`src/design/fifo_status_pkg.sv`:
```
// ------------------------------
// shared types for the FIFO status flag controller
// the flag struct order is fixed and the testbench relies on it
// count_width covers zero to depth inclusive, so one extra bit
// ------------------------------

package fifo_status_pkg;

  // ------------------------------
  // status flags
  // ------------------------------

  // seven single bit flags, empty end first
  typedef struct packed {
    logic empty;
    logic almost_empty;
    logic prog_empty;
    logic half_full;
    logic full;
    logic almost_full;
    logic prog_full;
  } fifo_flags_t;

  // ------------------------------
  // fill regions
  // ------------------------------

  // encoding order matters since neighbours differ by one
  typedef enum logic [1:0] {
    EMPTY_ST      = 2'd0,
    BELOW_HALF_ST = 2'd1,
    AT_HALF_ST    = 2'd2,
    FULL_ST       = 2'd3
  } fill_state_e;

  // bits needed to hold 0 up to depth, floor(log2(depth)) + 1
  function automatic int count_width(input int depth);
    int width;
    int range;
    width = 1;
    range = depth;
    // one bit per halving step
    while (range > 1) begin
      range = range >> 1;
      width = width + 1;
    end
    return width;
  endfunction

endpackage

```
`src/design/fifo_occupancy_counter.sv`:
```
// ------------------------------
// occupancy count of a single clock FIFO
// wr_i and rd_i are accepted transfers, one word each per cycle
// no wrap handling, the count saturates by protocol only
// a lone write at DEPTH or a lone read at zero is illegal
// ------------------------------

`timescale 1ns/100ps

module fifo_occupancy_counter #(
  parameter int DEPTH = 16
) (
  input  logic                                           clk_i,
  input  logic                                           a_rst_i,
  input  logic                                           wr_i,
  input  logic                                           rd_i,
  output logic [fifo_status_pkg::count_width(DEPTH)-1:0] count_o
);

  localparam int CW = fifo_status_pkg::count_width(DEPTH);

  // count value when every word is in use
  localparam logic [CW-1:0] FULL_COUNT = CW'(DEPTH);

  logic [CW-1:0] count_q;

  // ------------------------------
  // count register
  // ------------------------------

  // write and read in the same cycle cancel out
  always_ff @(posedge clk_i or posedge a_rst_i) begin
    if (a_rst_i) begin
      count_q <= '0;
    end else begin
      case ({wr_i, rd_i})
        2'b10:   count_q <= count_q + 1'b1;
        2'b01:   count_q <= count_q - 1'b1;
        default: count_q <= count_q;
      endcase
    end
  end

  // new value visible in the cycle after the strobe
  assign count_o = count_q;

  // ------------------------------
  // protocol checks
  // ------------------------------

  // no write into a full FIFO unless a read frees a word
  a_no_overflow: assert property (
    @(posedge clk_i) disable iff (a_rst_i)
    !(wr_i && !rd_i && (count_q == FULL_COUNT))
  );

  // no read from an empty FIFO
  a_no_underflow: assert property (
    @(posedge clk_i) disable iff (a_rst_i)
    !(rd_i && !wr_i && (count_q == '0))
  );

endmodule

```
`src/design/fifo_fill_fsm.sv`:
```
// ------------------------------
// four region fill state machine for empty, half full and full
// relies on the count moving by at most one per cycle
// outputs decode the next state, so they match the count
// in the same cycle and add no latency
// half full means count >= DEPTH/2 rounded down
// ------------------------------

`timescale 1ns/100ps

module fifo_fill_fsm #(
  parameter int DEPTH = 16
) (
  input  logic                                           clk_i,
  input  logic                                           a_rst_i,
  input  logic [fifo_status_pkg::count_width(DEPTH)-1:0] count_i,
  output fifo_status_pkg::fill_state_e                   state_next_o,
  output logic                                           empty_o,
  output logic                                           half_full_o,
  output logic                                           full_o
);

  localparam int CW = fifo_status_pkg::count_width(DEPTH);
  localparam int HALF_DEPTH = DEPTH / 2;

  localparam logic [CW-1:0] HALF_COUNT = CW'(HALF_DEPTH);
  localparam logic [CW-1:0] FULL_COUNT = CW'(DEPTH);

  fifo_status_pkg::fill_state_e curr_st;
  fifo_status_pkg::fill_state_e next_st;

  // ------------------------------
  // next state and flag decode
  // ------------------------------

  always_comb begin
    next_st = curr_st;
    case (curr_st)
      fifo_status_pkg::EMPTY_ST: begin
        // first word may already reach half when DEPTH is 2 or 3
        if (count_i != '0) begin
          if (count_i >= HALF_COUNT) begin
            next_st = fifo_status_pkg::AT_HALF_ST;
          end else begin
            next_st = fifo_status_pkg::BELOW_HALF_ST;
          end
        end
      end
      fifo_status_pkg::BELOW_HALF_ST: begin
        if (count_i == '0) begin
          next_st = fifo_status_pkg::EMPTY_ST;
        end else if (count_i >= HALF_COUNT) begin
          next_st = fifo_status_pkg::AT_HALF_ST;
        end
      end
      fifo_status_pkg::AT_HALF_ST: begin
        // zero only reachable from here when the below region is empty
        if (count_i == FULL_COUNT) begin
          next_st = fifo_status_pkg::FULL_ST;
        end else if (count_i == '0) begin
          next_st = fifo_status_pkg::EMPTY_ST;
        end else if (count_i < HALF_COUNT) begin
          next_st = fifo_status_pkg::BELOW_HALF_ST;
        end
      end
      fifo_status_pkg::FULL_ST: begin
        // DEPTH-1 is always at or above half
        if (count_i != FULL_COUNT) begin
          next_st = fifo_status_pkg::AT_HALF_ST;
        end
      end
      default: begin
        next_st = fifo_status_pkg::EMPTY_ST;
      end
    endcase

    // flags follow the region the count is in now
    empty_o     = (next_st == fifo_status_pkg::EMPTY_ST);
    half_full_o = (next_st == fifo_status_pkg::AT_HALF_ST) ||
                  (next_st == fifo_status_pkg::FULL_ST);
    full_o      = (next_st == fifo_status_pkg::FULL_ST);
  end

  // ------------------------------
  // state register
  // ------------------------------

  always_ff @(posedge clk_i or posedge a_rst_i) begin
    if (a_rst_i) begin
      curr_st <= fifo_status_pkg::EMPTY_ST;
    end else begin
      curr_st <= next_st;
    end
  end

  // threshold block forces its flags at the ends
  assign state_next_o = next_st;

  // ------------------------------
  // checks
  // ------------------------------

  // one step per cycle between neighbouring regions
  // skipped when the below half region has no counts
  a_adjacent_step: assert property (
    @(posedge clk_i) disable iff (a_rst_i)
    (HALF_DEPTH > 1) |->
      ((int'(curr_st) - int'($past(curr_st))) inside {-1, 0, 1})
  );

endmodule

```
`src/design/fifo_threshold_flags.sv`:
```
// ------------------------------
// almost flags and programmable flags with hysteresis
// prog full rises at PROG_FULL_ASSERT and holds down to
// PROG_FULL_NEGATE, prog empty mirrors this at the low end
// equal assert and negate levels give a single threshold
// both flags are forced at the empty and full ends
// ------------------------------

`timescale 1ns/100ps

module fifo_threshold_flags #(
  parameter int DEPTH             = 16,
  parameter int PROG_FULL_ASSERT  = 12,
  parameter int PROG_FULL_NEGATE  = 10,
  parameter int PROG_EMPTY_ASSERT = 2,
  parameter int PROG_EMPTY_NEGATE = 4
) (
  input  logic                                           clk_i,
  input  logic                                           a_rst_i,
  input  logic [fifo_status_pkg::count_width(DEPTH)-1:0] count_i,
  input  fifo_status_pkg::fill_state_e                   state_next_i,
  output logic                                           almost_empty_o,
  output logic                                           almost_full_o,
  output logic                                           prog_empty_o,
  output logic                                           prog_full_o
);

  localparam int CW = fifo_status_pkg::count_width(DEPTH);

  // levels sized to the count so compares stay in one width
  localparam logic [CW-1:0] ONE_COUNT   = CW'(1);
  localparam logic [CW-1:0] AFULL_COUNT = CW'(DEPTH - 1);
  localparam logic [CW-1:0] PF_ASSERT   = CW'(PROG_FULL_ASSERT);
  localparam logic [CW-1:0] PF_NEGATE   = CW'(PROG_FULL_NEGATE);
  localparam logic [CW-1:0] PE_ASSERT   = CW'(PROG_EMPTY_ASSERT);
  localparam logic [CW-1:0] PE_NEGATE   = CW'(PROG_EMPTY_NEGATE);

  logic at_empty;
  logic at_full;

  // last cycle's programmable flags
  logic prog_full_q;
  logic prog_empty_q;

  assign at_empty = (state_next_i == fifo_status_pkg::EMPTY_ST);
  assign at_full  = (state_next_i == fifo_status_pkg::FULL_ST);

  // ------------------------------
  // almost flags
  // ------------------------------

  // one word or none left
  assign almost_empty_o = at_full  ? 1'b0 :
                          at_empty ? 1'b1 : (count_i <= ONE_COUNT);

  // one free slot or none
  assign almost_full_o  = at_empty ? 1'b0 :
                          at_full  ? 1'b1 : (count_i >= AFULL_COUNT);

  // ------------------------------
  // programmable flags
  // ------------------------------

  // a set flag is held by the negate level, a clear one waits for assert
  assign prog_full_o  = at_empty    ? 1'b0 :
                        at_full     ? 1'b1 :
                        prog_full_q ? (count_i >= PF_NEGATE) : (count_i >= PF_ASSERT);

  assign prog_empty_o = at_full      ? 1'b0 :
                        at_empty     ? 1'b1 :
                        prog_empty_q ? (count_i <= PE_NEGATE) : (count_i <= PE_ASSERT);

  // hysteresis state, matching the flags of an empty FIFO after reset
  always_ff @(posedge clk_i or posedge a_rst_i) begin
    if (a_rst_i) begin
      prog_full_q  <= 1'b0;
      prog_empty_q <= 1'b1;
    end else begin
      prog_full_q  <= prog_full_o;
      prog_empty_q <= prog_empty_o;
    end
  end

  // ------------------------------
  // checks
  // ------------------------------

  // fill FSM and counter must agree on both ends
  a_ends_agree: assert property (
    @(posedge clk_i) disable iff (a_rst_i)
    ((count_i == '0) == at_empty) && ((count_i == CW'(DEPTH)) == at_full)
  );

endmodule

```
`src/design/fifo_status_top.sv`:
```
// ------------------------------
// status flag controller for a single clock FIFO
// observes accepted write and read strobes only
// all flags are valid in the same cycle as datacount_o
// DEPTH of 2 or more, PROG_FULL_NEGATE <= PROG_FULL_ASSERT,
// PROG_EMPTY_NEGATE >= PROG_EMPTY_ASSERT
// ------------------------------

`timescale 1ns/100ps

module fifo_status_top #(
  parameter int DEPTH             = 16,
  parameter int PROG_FULL_ASSERT  = 12,
  parameter int PROG_FULL_NEGATE  = 10,
  parameter int PROG_EMPTY_ASSERT = 2,
  parameter int PROG_EMPTY_NEGATE = 4
) (
  input  logic                                           clk_i,
  input  logic                                           a_rst_i,
  input  logic                                           wr_i,
  input  logic                                           rd_i,
  output logic [fifo_status_pkg::count_width(DEPTH)-1:0] datacount_o,
  output fifo_status_pkg::fifo_flags_t                   flags_o
);

  localparam int CW = fifo_status_pkg::count_width(DEPTH);

  logic [CW-1:0]                count;
  fifo_status_pkg::fill_state_e state_next;

  logic empty;
  logic half_full;
  logic full;
  logic almost_empty;
  logic almost_full;
  logic prog_empty;
  logic prog_full;

  // ------------------------------
  // blocks
  // ------------------------------

  fifo_occupancy_counter #(
    .DEPTH (DEPTH)
  ) u_counter (
    .clk_i   (clk_i),
    .a_rst_i (a_rst_i),
    .wr_i    (wr_i),
    .rd_i    (rd_i),
    .count_o (count)
  );

  fifo_fill_fsm #(
    .DEPTH (DEPTH)
  ) u_fill_fsm (
    .clk_i        (clk_i),
    .a_rst_i      (a_rst_i),
    .count_i      (count),
    .state_next_o (state_next),
    .empty_o      (empty),
    .half_full_o  (half_full),
    .full_o       (full)
  );

  fifo_threshold_flags #(
    .DEPTH             (DEPTH),
    .PROG_FULL_ASSERT  (PROG_FULL_ASSERT),
    .PROG_FULL_NEGATE  (PROG_FULL_NEGATE),
    .PROG_EMPTY_ASSERT (PROG_EMPTY_ASSERT),
    .PROG_EMPTY_NEGATE (PROG_EMPTY_NEGATE)
  ) u_thresholds (
    .clk_i          (clk_i),
    .a_rst_i        (a_rst_i),
    .count_i        (count),
    .state_next_i   (state_next),
    .almost_empty_o (almost_empty),
    .almost_full_o  (almost_full),
    .prog_empty_o   (prog_empty),
    .prog_full_o    (prog_full)
  );

  // ------------------------------
  // outputs
  // ------------------------------

  assign datacount_o = count;

  // struct order is empty end first
  always_comb begin
    flags_o.empty        = empty;
    flags_o.almost_empty = almost_empty;
    flags_o.prog_empty   = prog_empty;
    flags_o.half_full    = half_full;
    flags_o.full         = full;
    flags_o.almost_full  = almost_full;
    flags_o.prog_full    = prog_full;
  end

endmodule

```
`config.mk`:
```
export PLATFORM = sky130hd
export DESIGN_NAME = fifo_status_top
export DESIGN_NICKNAME = d
export VERILOG_FILES = /design/src/design/fifo_status_pkg.sv /design/src/design/fifo_occupancy_counter.sv /design/src/design/fifo_fill_fsm.sv /design/src/design/fifo_threshold_flags.sv /design/src/design/fifo_status_top.sv
export SDC_FILE = /design/constraint.sdc
export NUM_CORES = 1
export LEC_CHECK = 0
export BUFFER_PORTS_ARGS = -buffer_cell sky130_fd_sc_hd__clkbuf_2
export CORE_UTILIZATION = 40
export CTS_CLUSTER_SIZE = 14
export DETAILED_ROUTE_END_ITERATION = 16
export MAX_ROUTING_LAYER = met4
export PLACE_DENSITY_LB_ADDON = 0.2
export SLEW_MARGIN = 20
export SYNTH_ARGS = -nofsm -noshare
export SYNTH_HDL_FRONTEND = slang
export SYNTH_SLANG_ARGS = --single-unit
```
`constraint.sdc`:
```
create_clock -name clk_i -period 3.8 [get_ports clk_i]
set_clock_uncertainty 0.1 [all_clocks]
set_input_delay 0.38 -clock clk_i [delete_from_list [all_inputs] [get_ports clk_i]]
set_output_delay 0.38 -clock clk_i [all_outputs]
set_load 0.05 [all_outputs]
```
==> run_summary.xml <==
<?xml version="1.0" encoding="UTF-8"?>
<metrics>
  <group name="sta">
    <metric name="min_period_over_period" unit="%">63.1</metric>
    <metric name="finalSetupTns" unit="ns">0</metric>
    <metric name="finalWorstPathRequiredPeriod" unit="ns">2.40</metric>
    <metric name="worst_slew_margin_rel" unit="%">74.1</metric>
    <metric name="drv_slew" unit="">0</metric>
    <metric name="timing.fmax" unit="GHz">0.417</metric>
    <metric name="tightestPinTransition" unit="ns">0.379</metric>
    <metric name="timing_hold_violations_final" unit="">0</metric>
    <metric name="setup-violations-final" unit="">0</metric>
    <metric name="grt_setup_unrepaired" unit="">no</metric>
  </group>
  <group name="die">
    <metric name="placementRows" unit="">14</metric>
    <metric name="initial_utilization" unit="%">42.8</metric>
    <metric name="ios" unit="">16</metric>
    <metric name="chipWidth" unit="microns">42.1</metric>
    <metric name="core_area" unit="sq mm">0.00151</metric>
    <metric name="dieHeight" unit="microns">42.1</metric>
    <metric name="die_area" unit="sq mm">0.00178</metric>
  </group>
  <group name="route">
    <metric name="first_iter_violations" unit="">6</metric>
    <metric name="routed_wl" unit="microns">1200</metric>
    <metric name="post_drt_wl_per_cell" unit="microns">12.4</metric>
    <metric name="postRouteAntennaNets" unit="">0</metric>
    <metric name="drc_errors" unit="">0</metric>
    <metric name="dr_total_vias" unit="">514</metric>
    <metric name="tritonroute_pass_1_iters" unit="">4</metric>
    <metric name="avgViaCountPerCell" unit="">5.30</metric>
  </group>
  <group name="global_route">
    <metric name="grt_pass1_wl" unit="microns">2160</metric>
    <metric name="gr-usage-all-layers" unit="%">16.9</metric>
    <metric name="grt_overflow_total" unit="">0</metric>
    <metric name="antenna_found_initial" unit="">0</metric>
    <metric name="grt_pass1_vias" unit="">518</metric>
    <metric name="grt_start_max_net_pins" unit="">14</metric>
  </group>
  <group name="critical_path">
    <metric name="setup.worst_path.end" unit="">flags_o[4]</metric>
    <metric name="worst-endpoint-arrival" unit="ns">1.92</metric>
    <metric name="worst-path-max-fanout" unit="">9</metric>
    <metric name="ordered_list_of_cells_on_the_worst_path" unit="">inv_1 -&gt; ha_1 -&gt; a2111oi_0 -&gt; nor4_1 -&gt; clkbuf_2</metric>
    <metric name="reg2regPathDepth" unit="">6</metric>
    <metric name="critical_path.max_stage_delay" unit="ns">0.49</metric>
    <metric name="crit_path_start_kind" unit="">register</metric>
    <metric name="worst-setup-path-type" unit="">reg -&gt; out</metric>
    <metric name="worstSetupStartpoint" unit="">u_counter.count_o[0]$_DFFE_PP0P_</metric>
    <metric name="timing.critical_path.to_type" unit="">output port</metric>
    <metric name="r2r_end" unit="">u_counter.count_o[4]$_DFFE_PP0P_</metric>
    <metric name="slowest_cell_on_crit_path" unit="">sky130_fd_sc_hd__dfrtp_1</metric>
    <metric name="rrSetupSlack" unit="ns">2.10</metric>
    <metric name="r2r_start" unit="">u_counter.count_o[0]$_DFFE_PP0P_</metric>
    <metric name="required" unit="ns">3.32</metric>
  </group>
  <group name="synthesis">
    <metric name="synth.top_cells.by_count" unit="">sky130_fd_sc_hd__buf_4, sky130_fd_sc_hd__dfrtp_1, sky130_fd_sc_hd__inv_1</metric>
    <metric name="synth_top_cells_by_area" unit="">sky130_fd_sc_hd__dfrtp_1, sky130_fd_sc_hd__ha_1, sky130_fd_sc_hd__buf_4</metric>
    <metric name="async_reset_ff_share" unit="%">100</metric>
    <metric name="count_of_flip_flops_with_a_built_in_enable_after_synthesis" unit="">0</metric>
    <metric name="synth_sequential_area_ratio" unit="%">35.1</metric>
    <metric name="number_of_different_library_cells_in_the_post_synthesis_netlist" unit="">29</metric>
    <metric name="postSynthRegisterBits" unit="">9</metric>
    <metric name="syn-instance-count" unit="">71</metric>
    <metric name="synth_top_area_share" unit="%">31.1</metric>
    <metric name="synth_nets" unit="">81</metric>
    <metric name="yosysWarnings" unit="">0</metric>
    <metric name="post_synth_top_flop" unit="">sky130_fd_sc_hd__dfrtp_1</metric>
    <metric name="synthesis.area" unit="sq um">644</metric>
    <metric name="synth_top_area_cell" unit="">sky130_fd_sc_hd__dfrtp_1</metric>
    <metric name="syn-mean-instance-area" unit="sq um">9.08</metric>
  </group>
  <group name="clocking">
    <metric name="clock_tree_from_tritoncts" unit="">built</metric>
    <metric name="clock_latency" unit="ns">0.26</metric>
    <metric name="ctsHtreeMaxLevel" unit="">1</metric>
    <metric name="number_of_buffers_added_by_the_clock_tree_synthesis_step" unit="">3</metric>
    <metric name="cts_resized" unit="">0</metric>
    <metric name="cts-root-buf" unit="">sky130_fd_sc_hd__clkbuf_4</metric>
    <metric name="cts_num_sinks" unit="">9</metric>
    <metric name="worst_setup_hold_path_clk_slew" unit="ns">0.06</metric>
    <metric name="clock_path_buffers" unit="">2</metric>
  </group>
  <group name="placement">
    <metric name="place.gp.congestion" unit="">0.803</metric>
    <metric name="detailedPlacementHpwl" unit="microns">903</metric>
    <metric name="numPortBuffers" unit="">15</metric>
  </group>
  <group name="min_path">
    <metric name="worst_hold_path_type" unit="">reg -&gt; reg</metric>
  </group>
  <group name="layout">
    <metric name="areaGrowthSynthToFinish" unit="%">9.71</metric>
    <metric name="finalNetCount" unit="">92</metric>
    <metric name="fill_cells" unit="">154</metric>
    <metric name="n_antenna_cell" unit="">0</metric>
    <metric name="layout-drive-gt1-share" unit="%">24.7</metric>
    <metric name="final-seq-area" unit="sq um">226</metric>
    <metric name="multi_input_area" unit="sq um">323</metric>
  </group>
  <group name="run_status">
    <metric name="run_status" unit="">completed</metric>
  </group>
  <group name="flow_run">
    <metric name="max_cap_viol_count" unit="">0</metric>
  </group>
</metrics>
cell usage in the layout, fill, tap and decap left out, types with 2 or more instances in the layout:
master / instances
sky130_fd_sc_hd__xnor2_1: 3
sky130_fd_sc_hd__nor2_1: 5
sky130_fd_sc_hd__nand2_1: 2
sky130_fd_sc_hd__nand4b_1: 2
sky130_fd_sc_hd__and3_1: 2
sky130_fd_sc_hd__nand3_1: 2
sky130_fd_sc_hd__a21oi_1: 5
sky130_fd_sc_hd__o21ai_0: 4
sky130_fd_sc_hd__dfrtp_1: 8
sky130_fd_sc_hd__inv_1: 7
sky130_fd_sc_hd__ha_1: 6
sky130_fd_sc_hd__clkbuf_2: 15
sky130_fd_sc_hd__clkbuf_4: 3
worst max-delay path: cells and delay by family (launching register included):
family                     cells  cell delay (ns)
buffers and inverters          2             0.37
adders and majority gates      1             0.26
DFF                            1             0.49
AOI/OAI and AO/OA              1             0.40
and+or+nand+nor                1             0.12
timing repair:
| action | CTS | global route |
|---|---|---|
| hold buffers | 1 | 0 |
| endpoints found under the hold margin | 8 | 0 |
| buffers inserted | 0 | 0 |
layer usage:
layer	vias to the layer above	track usage, %	share of wire, %
met5	-	-	0
met2	19	27.2	47
li1	259	-	-
met3	2	7.76	6.4
met4	0	5.63	0.75
met1	234	18.5	46
registers in the layout, indices dropped and copies added, names as in the netlist:
register                   cells
u_thresholds.prog_empty_q      1
u_thresholds.prog_full_q       1
u_counter.count_o              5
u_fill_fsm.curr_st             2
cell families (layout without fill, tap and decap cells):
family / Yosys count / in the layout / synth area share, %
AO/OA/AOI/OAI: 14 / 14 / 13.2
XOR/XNOR: 4 / 4 / 5.44
adder cells (fa/ha/maj): 6 / 6 / 11.7
buffers and inverters: 17 / 27 / 14.8
flip-flops: 9 / 9 / 35.1
multiplexers: 1 / 1 / 1.55
AND/OR/NAND/NOR: 20 / 20 / 18.3
worst min-delay path by stage:
stage	start	end	slack, ns	depth (start not counted)
after floorplan	a_rst_i	u_counter.count_o[0]$_DFFE_PP0P_	0.11	1
after global placement	a_rst_i	u_counter.count_o[1]$_DFFE_PP0P_	0.24	2
after detailed placement	a_rst_i	u_counter.count_o[0]$_DFFE_PP0P_	0.24	2
after CTS	u_fill_fsm.curr_st[0]$_DFF_PP0_	u_fill_fsm.curr_st[1]$_DFF_PP0_	0.46	2
after global routing	u_fill_fsm.curr_st[0]$_DFF_PP0_	u_fill_fsm.curr_st[1]$_DFF_PP0_	0.50	2
final	u_fill_fsm.curr_st[0]$_DFF_PP0_	u_fill_fsm.curr_st[1]$_DFF_PP0_	0.46	2
area by class of cell:
class                      count  share of cell area [%]
multi-input combinational     45                    45.7
inverter                       7                    3.72
sequential                     9                    32.0
clock buffer                   4                    3.72
tap                           16                    2.83
timing repair buffer          16                    12.0
stage by stage:
step	hold WS (ns)	cell area, sq um	setup WS, ns	util [%]	std cells
after floorplan	0.107	644	1.50	-	71
after global placement	0.241	671	1.74	44.5	92
after detailed placement	0.242	671	1.66	44.5	92
after CTS	0.464	707	1.37	46.9	97
after global routing	0.503	707	1.13	46.9	97
final	0.462	707	1.40	46.9	97
Power is left out: the tool's default activity adds up to more than one toggle a clock period on the data nets, which glitch-free logic cannot reach.
